**src/hw/corePkg.sv**
```systemverilog
package corePkg;

    localparam int dataWidth = 32;
    localparam int regAddrWidth = 5;
    localparam logic [dataWidth-1:0] resetVector = 32'hBFC00000;

    // major opcodes
    localparam logic [5:0] opSpecial = 6'b000000;
    localparam logic [5:0] opJ = 6'b000010;
    localparam logic [5:0] opBeq = 6'b000100;
    localparam logic [5:0] opBne = 6'b000101;
    localparam logic [5:0] opAddiu = 6'b001001;
    localparam logic [5:0] opSlti = 6'b001010;
    localparam logic [5:0] opSltiu = 6'b001011;
    localparam logic [5:0] opAndi = 6'b001100;
    localparam logic [5:0] opOri = 6'b001101;
    localparam logic [5:0] opXori = 6'b001110;
    localparam logic [5:0] opLui = 6'b001111;

    // SPECIAL funct field
    localparam logic [5:0] fnSll = 6'b000000;
    localparam logic [5:0] fnSrl = 6'b000010;
    localparam logic [5:0] fnAddu = 6'b100001;
    localparam logic [5:0] fnSubu = 6'b100011;
    localparam logic [5:0] fnAnd = 6'b100100;
    localparam logic [5:0] fnOr = 6'b100101;
    localparam logic [5:0] fnXor = 6'b100110;
    localparam logic [5:0] fnNor = 6'b100111;
    localparam logic [5:0] fnSlt = 6'b101010;
    localparam logic [5:0] fnSltu = 6'b101011;

    typedef enum logic [3:0] {
        aluAdd, aluSub, aluAnd, aluOr, aluXor, aluNor,
        aluSlt, aluSltu, aluSll, aluSrl, aluLui
    } aluOpE;

    typedef enum logic {fwdReg, fwdWb} fwdSelE;

    typedef struct packed {
        logic [5:0] opcode;
        logic [regAddrWidth-1:0] rs;
        logic [regAddrWidth-1:0] rt;
        logic [regAddrWidth-1:0] rd;
        logic [4:0] shamt;
        logic [5:0] funct;
    } rTypeS;

    typedef struct packed {
        logic [5:0] opcode;
        logic [regAddrWidth-1:0] rs;
        logic [regAddrWidth-1:0] rt;
        logic [15:0] imm16;
    } iTypeS;

    // one word under two field layouts; the j target is iType[25:0]
    typedef union packed {
        rTypeS rType;
        iTypeS iType;
    } instrU;

    typedef struct packed {
        aluOpE aluOp;
        logic useImm;
        logic regWrite;
        logic isBranch;
        logic branchNe;
        logic useShamt;
        logic [regAddrWidth-1:0] dest;
    } ctrlS;

    typedef struct packed {
        logic valid;
        logic [dataWidth-1:0] pc;
        logic [regAddrWidth-1:0] rs;
        logic [regAddrWidth-1:0] rt;
        logic [dataWidth-1:0] rsValue;
        logic [dataWidth-1:0] rtValue;
        logic [dataWidth-1:0] imm;
        logic [4:0] shamt;
        ctrlS ctrl;
    } idExS;

    typedef struct packed {
        logic valid;
        logic [dataWidth-1:0] pc;
        logic regWrite;
        logic [regAddrWidth-1:0] dest;
        logic [dataWidth-1:0] result;
    } exWbS;

endpackage

```
**src/hw/fetchStage.sv**
```systemverilog
`timescale 1ns/1ps

module fetchStage (
    input logic clk,
    input logic rstN,
    input logic stall,
    input logic jumpD,
    input logic [corePkg::dataWidth-1:0] jumpTarget,
    input logic branchTaken,
    input logic [corePkg::dataWidth-1:0] branchTarget,
    output logic [corePkg::dataWidth-1:0] pc,
    output logic instEn
);
    import corePkg::*;

    logic [dataWidth-1:0] pcNext;

    // EX branch is older than the D jump, so it wins
    always_comb begin
        if (branchTaken) begin
            pcNext = branchTarget;
        end else if (jumpD) begin
            pcNext = jumpTarget;
        end else begin
            pcNext = pc + 32'd4;
        end
    end

    always_ff @(posedge clk) begin
        if (!rstN) begin
            pc <= resetVector;
            instEn <= 1'b0;
        end else begin
            instEn <= 1'b1;
            if (instEn && !stall) begin
                pc <= pcNext; // hold on icache stall and until fetch is enabled
            end
        end
    end

endmodule

```
**src/hw/instrDecoder.sv**
```systemverilog
`timescale 1ns/1ps

module instrDecoder (
    input corePkg::instrU instr,
    input logic [corePkg::dataWidth-1:0] pcPlus4,
    output corePkg::ctrlS ctrl,
    output logic [corePkg::dataWidth-1:0] imm,
    output logic jumpD,
    output logic [corePkg::dataWidth-1:0] jumpTarget
);
    import corePkg::*;

    function automatic aluOpE immAluOp(input logic [5:0] op);
        case (op)
            opSlti: return aluSlt;
            opSltiu: return aluSltu;
            opAndi: return aluAnd;
            opOri: return aluOr;
            opXori: return aluXor;
            opLui: return aluLui;
            default: return aluAdd;
        endcase
    endfunction

    always_comb begin
        ctrl = '0;
        ctrl.aluOp = aluAdd;
        ctrl.dest = instr.rType.rd;
        jumpD = 1'b0;
        case (instr.rType.opcode)
            opSpecial: begin
                ctrl.regWrite = 1'b1;
                ctrl.useShamt = (instr.rType.funct == fnSll) || (instr.rType.funct == fnSrl);
                case (instr.rType.funct)
                    fnSll: ctrl.aluOp = aluSll;
                    fnSrl: ctrl.aluOp = aluSrl;
                    fnAddu: ctrl.aluOp = aluAdd;
                    fnSubu: ctrl.aluOp = aluSub;
                    fnAnd: ctrl.aluOp = aluAnd;
                    fnOr: ctrl.aluOp = aluOr;
                    fnXor: ctrl.aluOp = aluXor;
                    fnNor: ctrl.aluOp = aluNor;
                    fnSlt: ctrl.aluOp = aluSlt;
                    fnSltu: ctrl.aluOp = aluSltu;
                    default: ctrl.regWrite = 1'b0; // unknown funct acts as a no-op
                endcase
            end
            opAddiu, opSlti, opSltiu, opAndi, opOri, opXori, opLui: begin
                ctrl.useImm = 1'b1;
                ctrl.regWrite = 1'b1;
                ctrl.dest = instr.iType.rt;
                ctrl.aluOp = immAluOp(instr.iType.opcode);
            end
            opBeq: ctrl.isBranch = 1'b1;
            opBne: begin
                ctrl.isBranch = 1'b1;
                ctrl.branchNe = 1'b1;
            end
            opJ: jumpD = 1'b1;
            default: ;
        endcase
    end

    // logical ops zero extend and lui goes to the upper half
    always_comb begin
        case (instr.iType.opcode)
            opAndi, opOri, opXori: imm = {16'h0000, instr.iType.imm16};
            opLui: imm = {instr.iType.imm16, 16'h0000};
            default: imm = {{16{instr.iType.imm16[15]}}, instr.iType.imm16};
        endcase
    end

    assign jumpTarget = {pcPlus4[31:28], instr.iType[25:0], 2'b00};

endmodule

```
**src/hw/regFile.sv**
```systemverilog
`timescale 1ns/1ps

module regFile (
    input logic clk,
    input logic we,
    input logic [corePkg::regAddrWidth-1:0] wa,
    input logic [corePkg::dataWidth-1:0] wd,
    input logic [corePkg::regAddrWidth-1:0] ra1,
    input logic [corePkg::regAddrWidth-1:0] ra2,
    output logic [corePkg::dataWidth-1:0] rd1,
    output logic [corePkg::dataWidth-1:0] rd2
);
    import corePkg::*;

    logic [dataWidth-1:0] regs [1:31]; // $0 has no storage

    always_ff @(posedge clk) begin
        if (we && wa != '0) begin
            regs[wa] <= wd;
        end
    end

    // write-through so ID sees the value WB writes this cycle
    function automatic logic [dataWidth-1:0] readPort(input logic [regAddrWidth-1:0] ra);
        if (ra == '0) begin
            return '0;
        end else if (we && wa == ra) begin
            return wd;
        end
        return regs[ra];
    endfunction

    always_comb begin
        rd1 = readPort(ra1);
        rd2 = readPort(ra2);
    end

endmodule

```
**src/hw/hazardUnit.sv**
```systemverilog
`timescale 1ns/1ps

module hazardUnit (
    input logic iCacheStall,
    input logic jumpD,
    input logic branchTaken,
    input corePkg::idExS idEx,
    input corePkg::exWbS exWb,
    output corePkg::fwdSelE fwdA,
    output corePkg::fwdSelE fwdB,
    output logic stallF,
    output logic flushD,
    output logic flushE
);
    import corePkg::*;

    logic wbWrites;

    assign wbWrites = exWb.valid && exWb.regWrite && (exWb.dest != '0);

    // only WB can be one ahead of EX; two ahead comes through the regfile
    assign fwdA = (wbWrites && exWb.dest == idEx.rs) ? fwdWb : fwdReg;
    assign fwdB = (wbWrites && exWb.dest == idEx.rt) ? fwdWb : fwdReg;

    // whole pipe freezes on a fetch miss
    assign stallF = iCacheStall;

    // a stalled redirect stays in place and fires once the stall clears
    assign flushD = (branchTaken || jumpD) && !stallF;
    assign flushE = branchTaken && !stallF;

endmodule

```
**src/hw/executeStage.sv**
```systemverilog
`timescale 1ns/1ps

module executeStage (
    input corePkg::idExS idEx,
    input corePkg::exWbS wbFwd,
    input corePkg::fwdSelE fwdA,
    input corePkg::fwdSelE fwdB,
    output corePkg::exWbS exOut,
    output logic branchTaken,
    output logic [corePkg::dataWidth-1:0] branchTarget
);
    import corePkg::*;

    logic [dataWidth-1:0] rsVal;
    logic [dataWidth-1:0] rtVal;
    logic [dataWidth-1:0] srcA;
    logic [dataWidth-1:0] srcB;
    logic [dataWidth-1:0] aluResult;

    assign rsVal = (fwdA == fwdWb) ? wbFwd.result : idEx.rsValue;
    assign rtVal = (fwdB == fwdWb) ? wbFwd.result : idEx.rtValue;

    // shifts take the amount from srcA
    assign srcA = idEx.ctrl.useShamt ? {{(dataWidth-5){1'b0}}, idEx.shamt} : rsVal;
    assign srcB = idEx.ctrl.useImm ? idEx.imm : rtVal;

    always_comb begin
        case (idEx.ctrl.aluOp)
            aluAdd: aluResult = srcA + srcB;
            aluSub: aluResult = srcA - srcB;
            aluAnd: aluResult = srcA & srcB;
            aluOr: aluResult = srcA | srcB;
            aluXor: aluResult = srcA ^ srcB;
            aluNor: aluResult = ~(srcA | srcB);
            aluSlt: aluResult = {{(dataWidth-1){1'b0}}, $signed(srcA) < $signed(srcB)};
            aluSltu: aluResult = {{(dataWidth-1){1'b0}}, srcA < srcB};
            aluSll: aluResult = srcB << srcA[4:0];
            aluSrl: aluResult = srcB >> srcA[4:0];
            aluLui: aluResult = srcB; // imm already shifted in decode
            default: aluResult = '0;
        endcase
    end

    // beq/bne on forwarded operands
    assign branchTaken = idEx.valid && idEx.ctrl.isBranch
                         && ((rsVal == rtVal) ^ idEx.ctrl.branchNe);
    assign branchTarget = idEx.pc + 32'd4 + {idEx.imm[dataWidth-3:0], 2'b00};

    always_comb begin
        exOut.valid = idEx.valid;
        exOut.pc = idEx.pc;
        exOut.regWrite = idEx.ctrl.regWrite;
        exOut.dest = idEx.ctrl.dest;
        exOut.result = aluResult;
    end

endmodule

```
**src/hw/mipsCore.sv**
```systemverilog
`timescale 1ns/1ps

module mipsCore (
    input logic clk,
    input logic rstN,
    output logic [corePkg::dataWidth-1:0] pc,
    output logic instEn,
    input logic [corePkg::dataWidth-1:0] instr,
    input logic iCacheStall,
    output logic [corePkg::dataWidth-1:0] debugWbPc,
    output logic [3:0] debugWbRfWen,
    output logic [corePkg::regAddrWidth-1:0] debugWbRfWnum,
    output logic [corePkg::dataWidth-1:0] debugWbRfWdata
);
    import corePkg::*;

    logic stallF, flushD, flushE;
    logic ifIdValid;
    logic [dataWidth-1:0] ifIdPc;
    instrU ifIdInstr;
    ctrlS ctrlD;
    logic [dataWidth-1:0] immD, pcPlus4D, jumpTargetD, rsValueD, rtValueD;
    logic jumpRawD, jumpD;
    idExS idExNext, idEx;
    exWbS exNext, exWb;
    fwdSelE fwdA, fwdB;
    logic branchTaken;
    logic [dataWidth-1:0] branchTarget;
    logic rfWe;

    fetchStage fetch0 (
        .clk(clk), .rstN(rstN),
        .stall(stallF),
        .jumpD(jumpD), .jumpTarget(jumpTargetD),
        .branchTaken(branchTaken), .branchTarget(branchTarget),
        .pc(pc), .instEn(instEn)
    );

    // IF/ID
    always_ff @(posedge clk) begin
        if (!rstN) begin
            ifIdValid <= 1'b0;
        end else if (!stallF) begin
            ifIdValid <= instEn & ~flushD;
        end
    end

    always_ff @(posedge clk) begin
        if (!stallF) begin
            ifIdPc <= pc;
            ifIdInstr <= instr;
        end
    end

    assign pcPlus4D = ifIdPc + 32'd4;
    assign jumpD = jumpRawD & ifIdValid; // bubbles never redirect

    instrDecoder decoder0 (
        .instr(ifIdInstr), .pcPlus4(pcPlus4D),
        .ctrl(ctrlD), .imm(immD),
        .jumpD(jumpRawD), .jumpTarget(jumpTargetD)
    );

    regFile regFile0 (
        .clk(clk),
        .we(rfWe), .wa(exWb.dest), .wd(exWb.result),
        .ra1(ifIdInstr.rType.rs), .ra2(ifIdInstr.rType.rt),
        .rd1(rsValueD), .rd2(rtValueD)
    );

    always_comb begin
        idExNext.valid = ifIdValid & ~flushE;
        idExNext.pc = ifIdPc;
        idExNext.rs = ifIdInstr.rType.rs;
        idExNext.rt = ifIdInstr.rType.rt;
        idExNext.rsValue = rsValueD;
        idExNext.rtValue = rtValueD;
        idExNext.imm = immD;
        idExNext.shamt = ifIdInstr.rType.shamt;
        idExNext.ctrl = ctrlD;
    end

    // ID/EX and EX/WB
    always_ff @(posedge clk) begin
        if (!rstN) begin
            idEx.valid <= 1'b0;
            exWb.valid <= 1'b0;
        end else if (!stallF) begin
            idEx <= idExNext;
            exWb <= exNext;
        end
    end

    executeStage execute0 (
        .idEx(idEx), .wbFwd(exWb),
        .fwdA(fwdA), .fwdB(fwdB),
        .exOut(exNext),
        .branchTaken(branchTaken), .branchTarget(branchTarget)
    );

    hazardUnit hazard0 (
        .iCacheStall(iCacheStall),
        .jumpD(jumpD), .branchTaken(branchTaken),
        .idEx(idEx), .exWb(exWb),
        .fwdA(fwdA), .fwdB(fwdB),
        .stallF(stallF), .flushD(flushD), .flushE(flushE)
    );

    // retire only on the edge the WB register actually advances
    assign rfWe = exWb.valid & exWb.regWrite & (exWb.dest != '0) & ~stallF;

    assign debugWbPc = exWb.pc;
    assign debugWbRfWen = {4{rfWe}};
    assign debugWbRfWnum = exWb.dest;
    assign debugWbRfWdata = exWb.result;

endmodule

```
**config.mk**
```make
export PLATFORM = sky130hd
export DESIGN_NAME = mipsCore
export DESIGN_NICKNAME = d
export VERILOG_FILES = /design/src/hw/corePkg.sv /design/src/hw/fetchStage.sv /design/src/hw/instrDecoder.sv /design/src/hw/regFile.sv /design/src/hw/hazardUnit.sv /design/src/hw/executeStage.sv /design/src/hw/mipsCore.sv
export SDC_FILE = /design/constraint.sdc
export NUM_CORES = 2
export LEC_CHECK = 0
export BUFFER_PORTS_ARGS = -buffer_cell sky130_fd_sc_hd__buf_2
export CORE_MARGIN = 2
export CORE_UTILIZATION = 64
export CTS_CLUSTER_SIZE = 24
export DETAILED_ROUTE_END_ITERATION = 6
export GPL_TIMING_DRIVEN = 1
export PLACE_DENSITY_LB_ADDON = 0.15
export SLEW_MARGIN = 10
export SYNTH_ARGS = -nofsm -noshare
export SYNTH_HDL_FRONTEND = slang
export SYNTH_SLANG_ARGS = --single-unit
```
**constraint.sdc**
```tcl
create_clock -name clk -period 19.36 [get_ports clk]
set_clock_uncertainty 0.2 [all_clocks]
set_input_delay 3.872 -clock clk [delete_from_list [all_inputs] [get_ports clk]]
set_output_delay 3.872 -clock clk [all_outputs]
set_load 0.02 [all_outputs]
```
; After elaboration in Yosys (flattened, before gate mapping)
; Memories as Yosys holds them, arrays and structs flattened. A register that Yosys moved wholly into a read port is not among the register bits.
; Index checks and enable logic that the tools add are counted.
[totals]
register_bits = 327
ram_bits = 992
in_bits = 35
output_inout_bits = 106
wordCells = 145
memories = 1
[mem_list]
columns = name, words, word_bits, rd, rd_clocked_by_memory_dff, write_ports, line_no
row1 = regFile0.regs, 31, 32, 2, 2, 1, regFile.sv:15  ; logic [dataWidth-1:0] regs [1:31];
[op_classes]
n_addsub = 6
magnitude_cmp = 2
eq_ne = 34
shift = 2
n_mux = 35
bitwise_logic = 14
n_reduce_logical = 26
[ops]
columns = op, n
row1 = 32-bit 2-to-1 mux, 12
row2 = 32-bit case mux with 11 select lines, 1
row3 = 32-bit by 3-bit adder with 32-bit output (second input constant), 3
row4 = 32-bit adder, 2
row5 = 32-bit less-than comparator, 2
row6 = 32-bit case mux with 2 select lines, 1
row7 = 6-bit equality test (second input constant), 8
row8 = 6-bit by 4-bit equality test with 1-bit output (second input constant), 7
row9 = 4-bit case mux with 9 select lines, 1
row10 = 32-bit bitwise AND, 1
row11 = 32-bit equality test, 1
row12 = 32-bit inverter, 1
row13 = 32-bit bitwise OR, 1
row14 = 32-bit by 5-bit << shifter with 32-bit output, 1
row15 = 32-bit by 5-bit right shift with 32-bit output, 1
row16 = 32-bit subtractor, 1
row17 = 32-bit XOR, 1
row18 = 4-bit case mux with 6 select lines, 1
row19 = 5-bit equality test, 4
row20 = 4-bit by 3-bit equality test with 1-bit output (second input constant), 4
row21 = 5-bit 2-to-1 mux, 3
row22 = 1-bit 2-to-1 mux, 14
row23 = 4-bit equality test (second input constant), 3
row24 = 6-bit by 2-bit equality test with 1-bit output (second input constant), 2
row25 = 20 further kinds, 43

; Logic depth before layout (Yosys ltp)
[logic_depth]
word_depth = 12
mapped_depth = 25
depth_no_buf = 19

; Hierarchy
; Synthesis repeated with hierarchy kept, for this count alone.
[unflattened]
cells_unflattened = 5363
area_unflattened_um2 = 72283.1
[modules_own_cells]
columns = module, n_inst, cells_each, area_each_um2, seq_area_each_um2
row1 = regFile, 1, 2536, 46390.7, 29788.6
row2 = executeStage, 1, 1914, 12658.4, 0.0
row3 = mipsCore, 1, 462, 10004.6, 8798.4
row4 = fetchStage, 1, 310, 2287.2, 660.6
row5 = instrDecoder, 1, 121, 790.8, 0.0
row6 = hazardUnit, 1, 20, 151.4, 0.0

; Least setup slack after synthesis
; Ideal clock, no wire load.
[synth_path]
kind = input to register
startpoint = input port iCacheStall
endpoint = register, netlist name debugWbPc[0]
setup_time_ps = 820
arrival_time_ps = 13736
t_required_ps = 18340
slack_ps = 4604
path_stages = 3
n_path_buf = 2
path_cell_list = clkbuf_1 -> buf_1 -> nor2_1
[synth_via]
elab_chain_len = 2
[synth_lines]
columns = element, line_no
row1 = start: declaration, mipsCore.sv:9  ; input logic iCacheStall,
row2 = 1-bit inverter (no source line), --
row3 = 2-bit AND reduction (no source line), --
; Every way passes these cells.
; A chain may end at the register's enable or synchronous reset.

; Final worst setup path
[layout_path]
startpoint = input port iCacheStall
endpoint = output port debugWbRfWen[2]
[layout_via]
elab_chain_len = 2
[layout_lines]
columns = element, line_no
row1 = 1-bit inverter (no source line), --
row2 = 1-bit bitwise AND, mipsCore.sv:110  ; assign rfWe = exWb.valid & exWb.regWrite & (exWb.dest != '0) & ~stallF;
row3 = end: declaration, mipsCore.sv:11  ; output logic [3:0] debugWbRfWen,
; Every way passes these cells.

==> summary.md <==
| Metric | Value |
|---|---|
| Clk slew on worst S/H paths | 0.06 ns |
| Largest net degree at the start of global routing | 185 |
| Worst-margin pin slew | 1.24 ns |
| WP data required | 15.29 ns |
| Cells after DPL | 6340 |
| Core area | 0.111 sq mm |
| Boundary Pins | 141 |
| Sw power | 0.00193 W |
| Synth warn | 0 |
| Post-synthesis net count | ~5200 |
| Run status | finished, violations left |
| Initial Utilization | 64.7% |
| CP bufs+invs | 3 |
| Die height | 339 um |
| Gpl congestion | 1.01 |
| Fin. Hold Viols | 0 |
| Final #Nets | ~5200 |
| Critical path class | primary input to output port |
| Hold WC Path Type | flip-flop to flip-flop |
| Clock H-tree levels | 4 |
| Cell Count, Final, Fillers Out | 6585 |
| Setup bufs post-CTS | 0 |
| Slew HR | 17.3% |
| Initial antenna violation count | 12 |
| Synth top cells by count | edfxtp_1, mux4_2, nor2_1 |
| WHS | between 0.2 and 0.25 ns |
| Antenna fix cells | 0 |
| Total die area | 0.115 sq mm |
| Gr usage total | 40.9% |
| Vias | 50200 |
| CP top delay family | buffers and inverters |
| Area grow syn2layout | 9.13% |
| Clock Tree Buf Depth | 3 |
| Logic pwr share | 15.6% |
| CP max stage delay | 0.50 ns |
| Switching portion of total power | a little over a quarter |
| TritonCTS clock tree | done |
| TritonRoute pass-1 iters | 7 |
| I/O Buffers | 140 |
| Iter 0 DRT Violations | 8299 |
| Final ANT Viol Nets | 0 |
| Sum Neg Setup Slack | 0 ns |
| Clk sinks | around 1300 |
| Post-synthesis sequential area ratio | 55.0% |
| Mean Syn Cell Area | 14.3 sq um |
| Synthesized cell area | around 0.072 sq mm |
| P_int | slightly above 0.005 W |
| Period utilisation layout | 46.8% |
| WL/cell | 35.7 um |
| Synth cell types | 89 |
| Total grt overflow | 0 |
| Post-synth ARST share | 0% |
| LEAKAGE | around 27 nW |
| Fmax achieved | 110 MHz |
| Yosys top cell by area | edfxtp_1 |
| First-pass GRT wire length | 340 mm |
| CP Capture Type | output port |
| Final core utilization | 70.6% |
| Cts repair resizes | 0 |
| Worst path slowest cell | o311a_1 |
| Reg power frac | 46.9% |
| Period minus WS final | 9.06 ns |
| CP Cell Sequence | buf_2, inv_2, o311a_1, buf_2 |
| Worst setup SP type | primary input |
| Worst skew pair latency | 0.78 ns |
| Drt via density | 7.62 |
| Critical path peak fanout | 16 |
| Max cap viols | 0 |
| Num CTS Buffers | 138 |
| Chip width | 339 um |
| Post-synth EDFFs | 1283 |
| Cells after synthesis | 4999 |
| Num rows | 122 |
| Yosys top cell area share | a little over half |
| Proportion of layout cells with a drive suffix above 1 | 23.6% |
| Synth area leaders | edfxtp_1, mux4_2, mux2i_1 |
| Final WL | 235 mm |
| Fin. max-slew vios | 0 |
| Clock root cell | clkbuf_16 |
| Synth Flop Type | edfxtp_1 |
| Most frequent CP cell | buf_2 |
| Top-count cell post-synth | edfxtp_1 |
| CP arrival | 4.99 ns |
| Violated checks | DRC |
| Synthesized flop and latch total | roughly 1300 |
| Max IR drop VDD | 0.114 mV |
| # DRC | 1 |
| Cts hold-fix bufs | 0 |
| Number of global-route vias before repair | 48900 |
| DP HPWL | 139 mm |
| Final setup vio count | 0 |
| R2R Setup Slk | 10.93 ns |
| Clock power frac | 37.5% |
| RSZ-0062 raised after global routing | no |
| Power per standard cell area | 90.1 mW/mm^2 |
[power groups by stage]
stage / Combinational [W] / Clock, W / Sequential [W]
after floorplan: 0.000737 / 0 / 0.00334
after global placement: 0.00104 / 0 / 0.00337
after detailed placement: 0.00105 / 0 / 0.00337
after CTS: 0.00107 / 0.00266 / 0.00331
after global routing: 0.00115 / 0.00276 / 0.00331
final: 0.00110 / 0.00264 / 0.00331
[layer usage]
layer	GRT usage, %	wire [um]
met1	53.8	80400
met2	63.0	108000
met3	9.97	30400
met4	23.3	16300
met5	0	95
[metrics by stage]
stage                     power (W)  worst slack [ns]  cell area, sq um
after floorplan             0.00408              4.60             71700
after global placement      0.00441             10.33             73800
after detailed placement    0.00442             10.31             73800
after CTS                   0.00703             10.31             78200
after global routing        0.00722             10.25             78200
final                       0.00705             10.30             78200
[worst register-to-register path: cells and delay by family (launching register included)]
family	cells	cell delay, ns
flops	1	0.62
fa+ha+maj	1	0.51
buf+inv	2	1.00
mux	1	0.20
simple gates	3	0.94
compound gates	12	4.64
[final timing paths]
path                                    from                           end  cells after the start
setup / recovery                 iCacheStall               debugWbRfWen[2]                      4
hold / removal             idEx[4]$_DFFE_PP_    debugWbRfWnum[4]$_DFFE_PP_                      0
setup reg to reg  debugWbRfWnum[3]$_DFFE_PP_  debugWbRfWdata[30]$_DFFE_PP_                     19
hold reg to reg            idEx[4]$_DFFE_PP_    debugWbRfWnum[4]$_DFFE_PP_                      0
[kinds of logic (layout without fill, tap and decap cells)]
kind of cell | Yosys count | in the layout | synth area share (%)
compound gates | 1048 | 1048 | 9.90
xor+xnor | 119 | 119 | 1.46
flops | 1329 | 1329 | 55.0
buf+inv | 573 | 671 | 3.54
simple gates | 943 | 943 | 5.93
mux | 829 | 829 | 21.4
fa+ha+maj | 158 | 158 | 2.79
[state kept, by name, summed over array words and instances (netlist names), named ones only]
name            cells
debugWbPc          32
debugWbRfWdata     32
debugWbRfWnum       5
exWb                2
fetch0.instEn       1
fetch0.pc          32
idEx              158
ifIdInstr          32
ifIdPc             32
ifIdValid           1
regFile0.regs     992
[area by class of cell]
| class | count | area, sq um |
|---|---|---|
| sequential | 1329 | 39500 |
| fill | 7164 | 32600 |
| multi-input combinational | 3097 | 30100 |
| clock buffer | 165 | 3620 |
| timing repair buffer | 293 | 1890 |
| tap | 1488 | 1860 |
| clock inverter | 80 | 803 |
| inverter | 133 | 499 |
[cell usage in the layout (no fill, tap or decap), types with 26 or more instances in the layout]
master,n
edfxtp_1,1283
mux4_2,558
nor2_1,311
nand2_1,256
mux2i_1,247
a21oi_1,236
o21ai_0,236
ha_1,155
buf_4,150
clkbuf_16,141
buf_2,140
inv_1,127
a211oi_1,115
nand3_1,83
nor3_1,73
xnor2_1,61
xor2_1,57
a31oi_1,49
a221o_1,47
a21o_1,45
o221ai_1,45
a221oi_1,41
o211ai_1,37
dfxtp_1,36
or2_2,34
nor2_4,34
clkinv_2,32
o22ai_1,30
clkinv_1,27
nor2b_1,26
No activity file was read; power rests on OpenSTA's default activity.
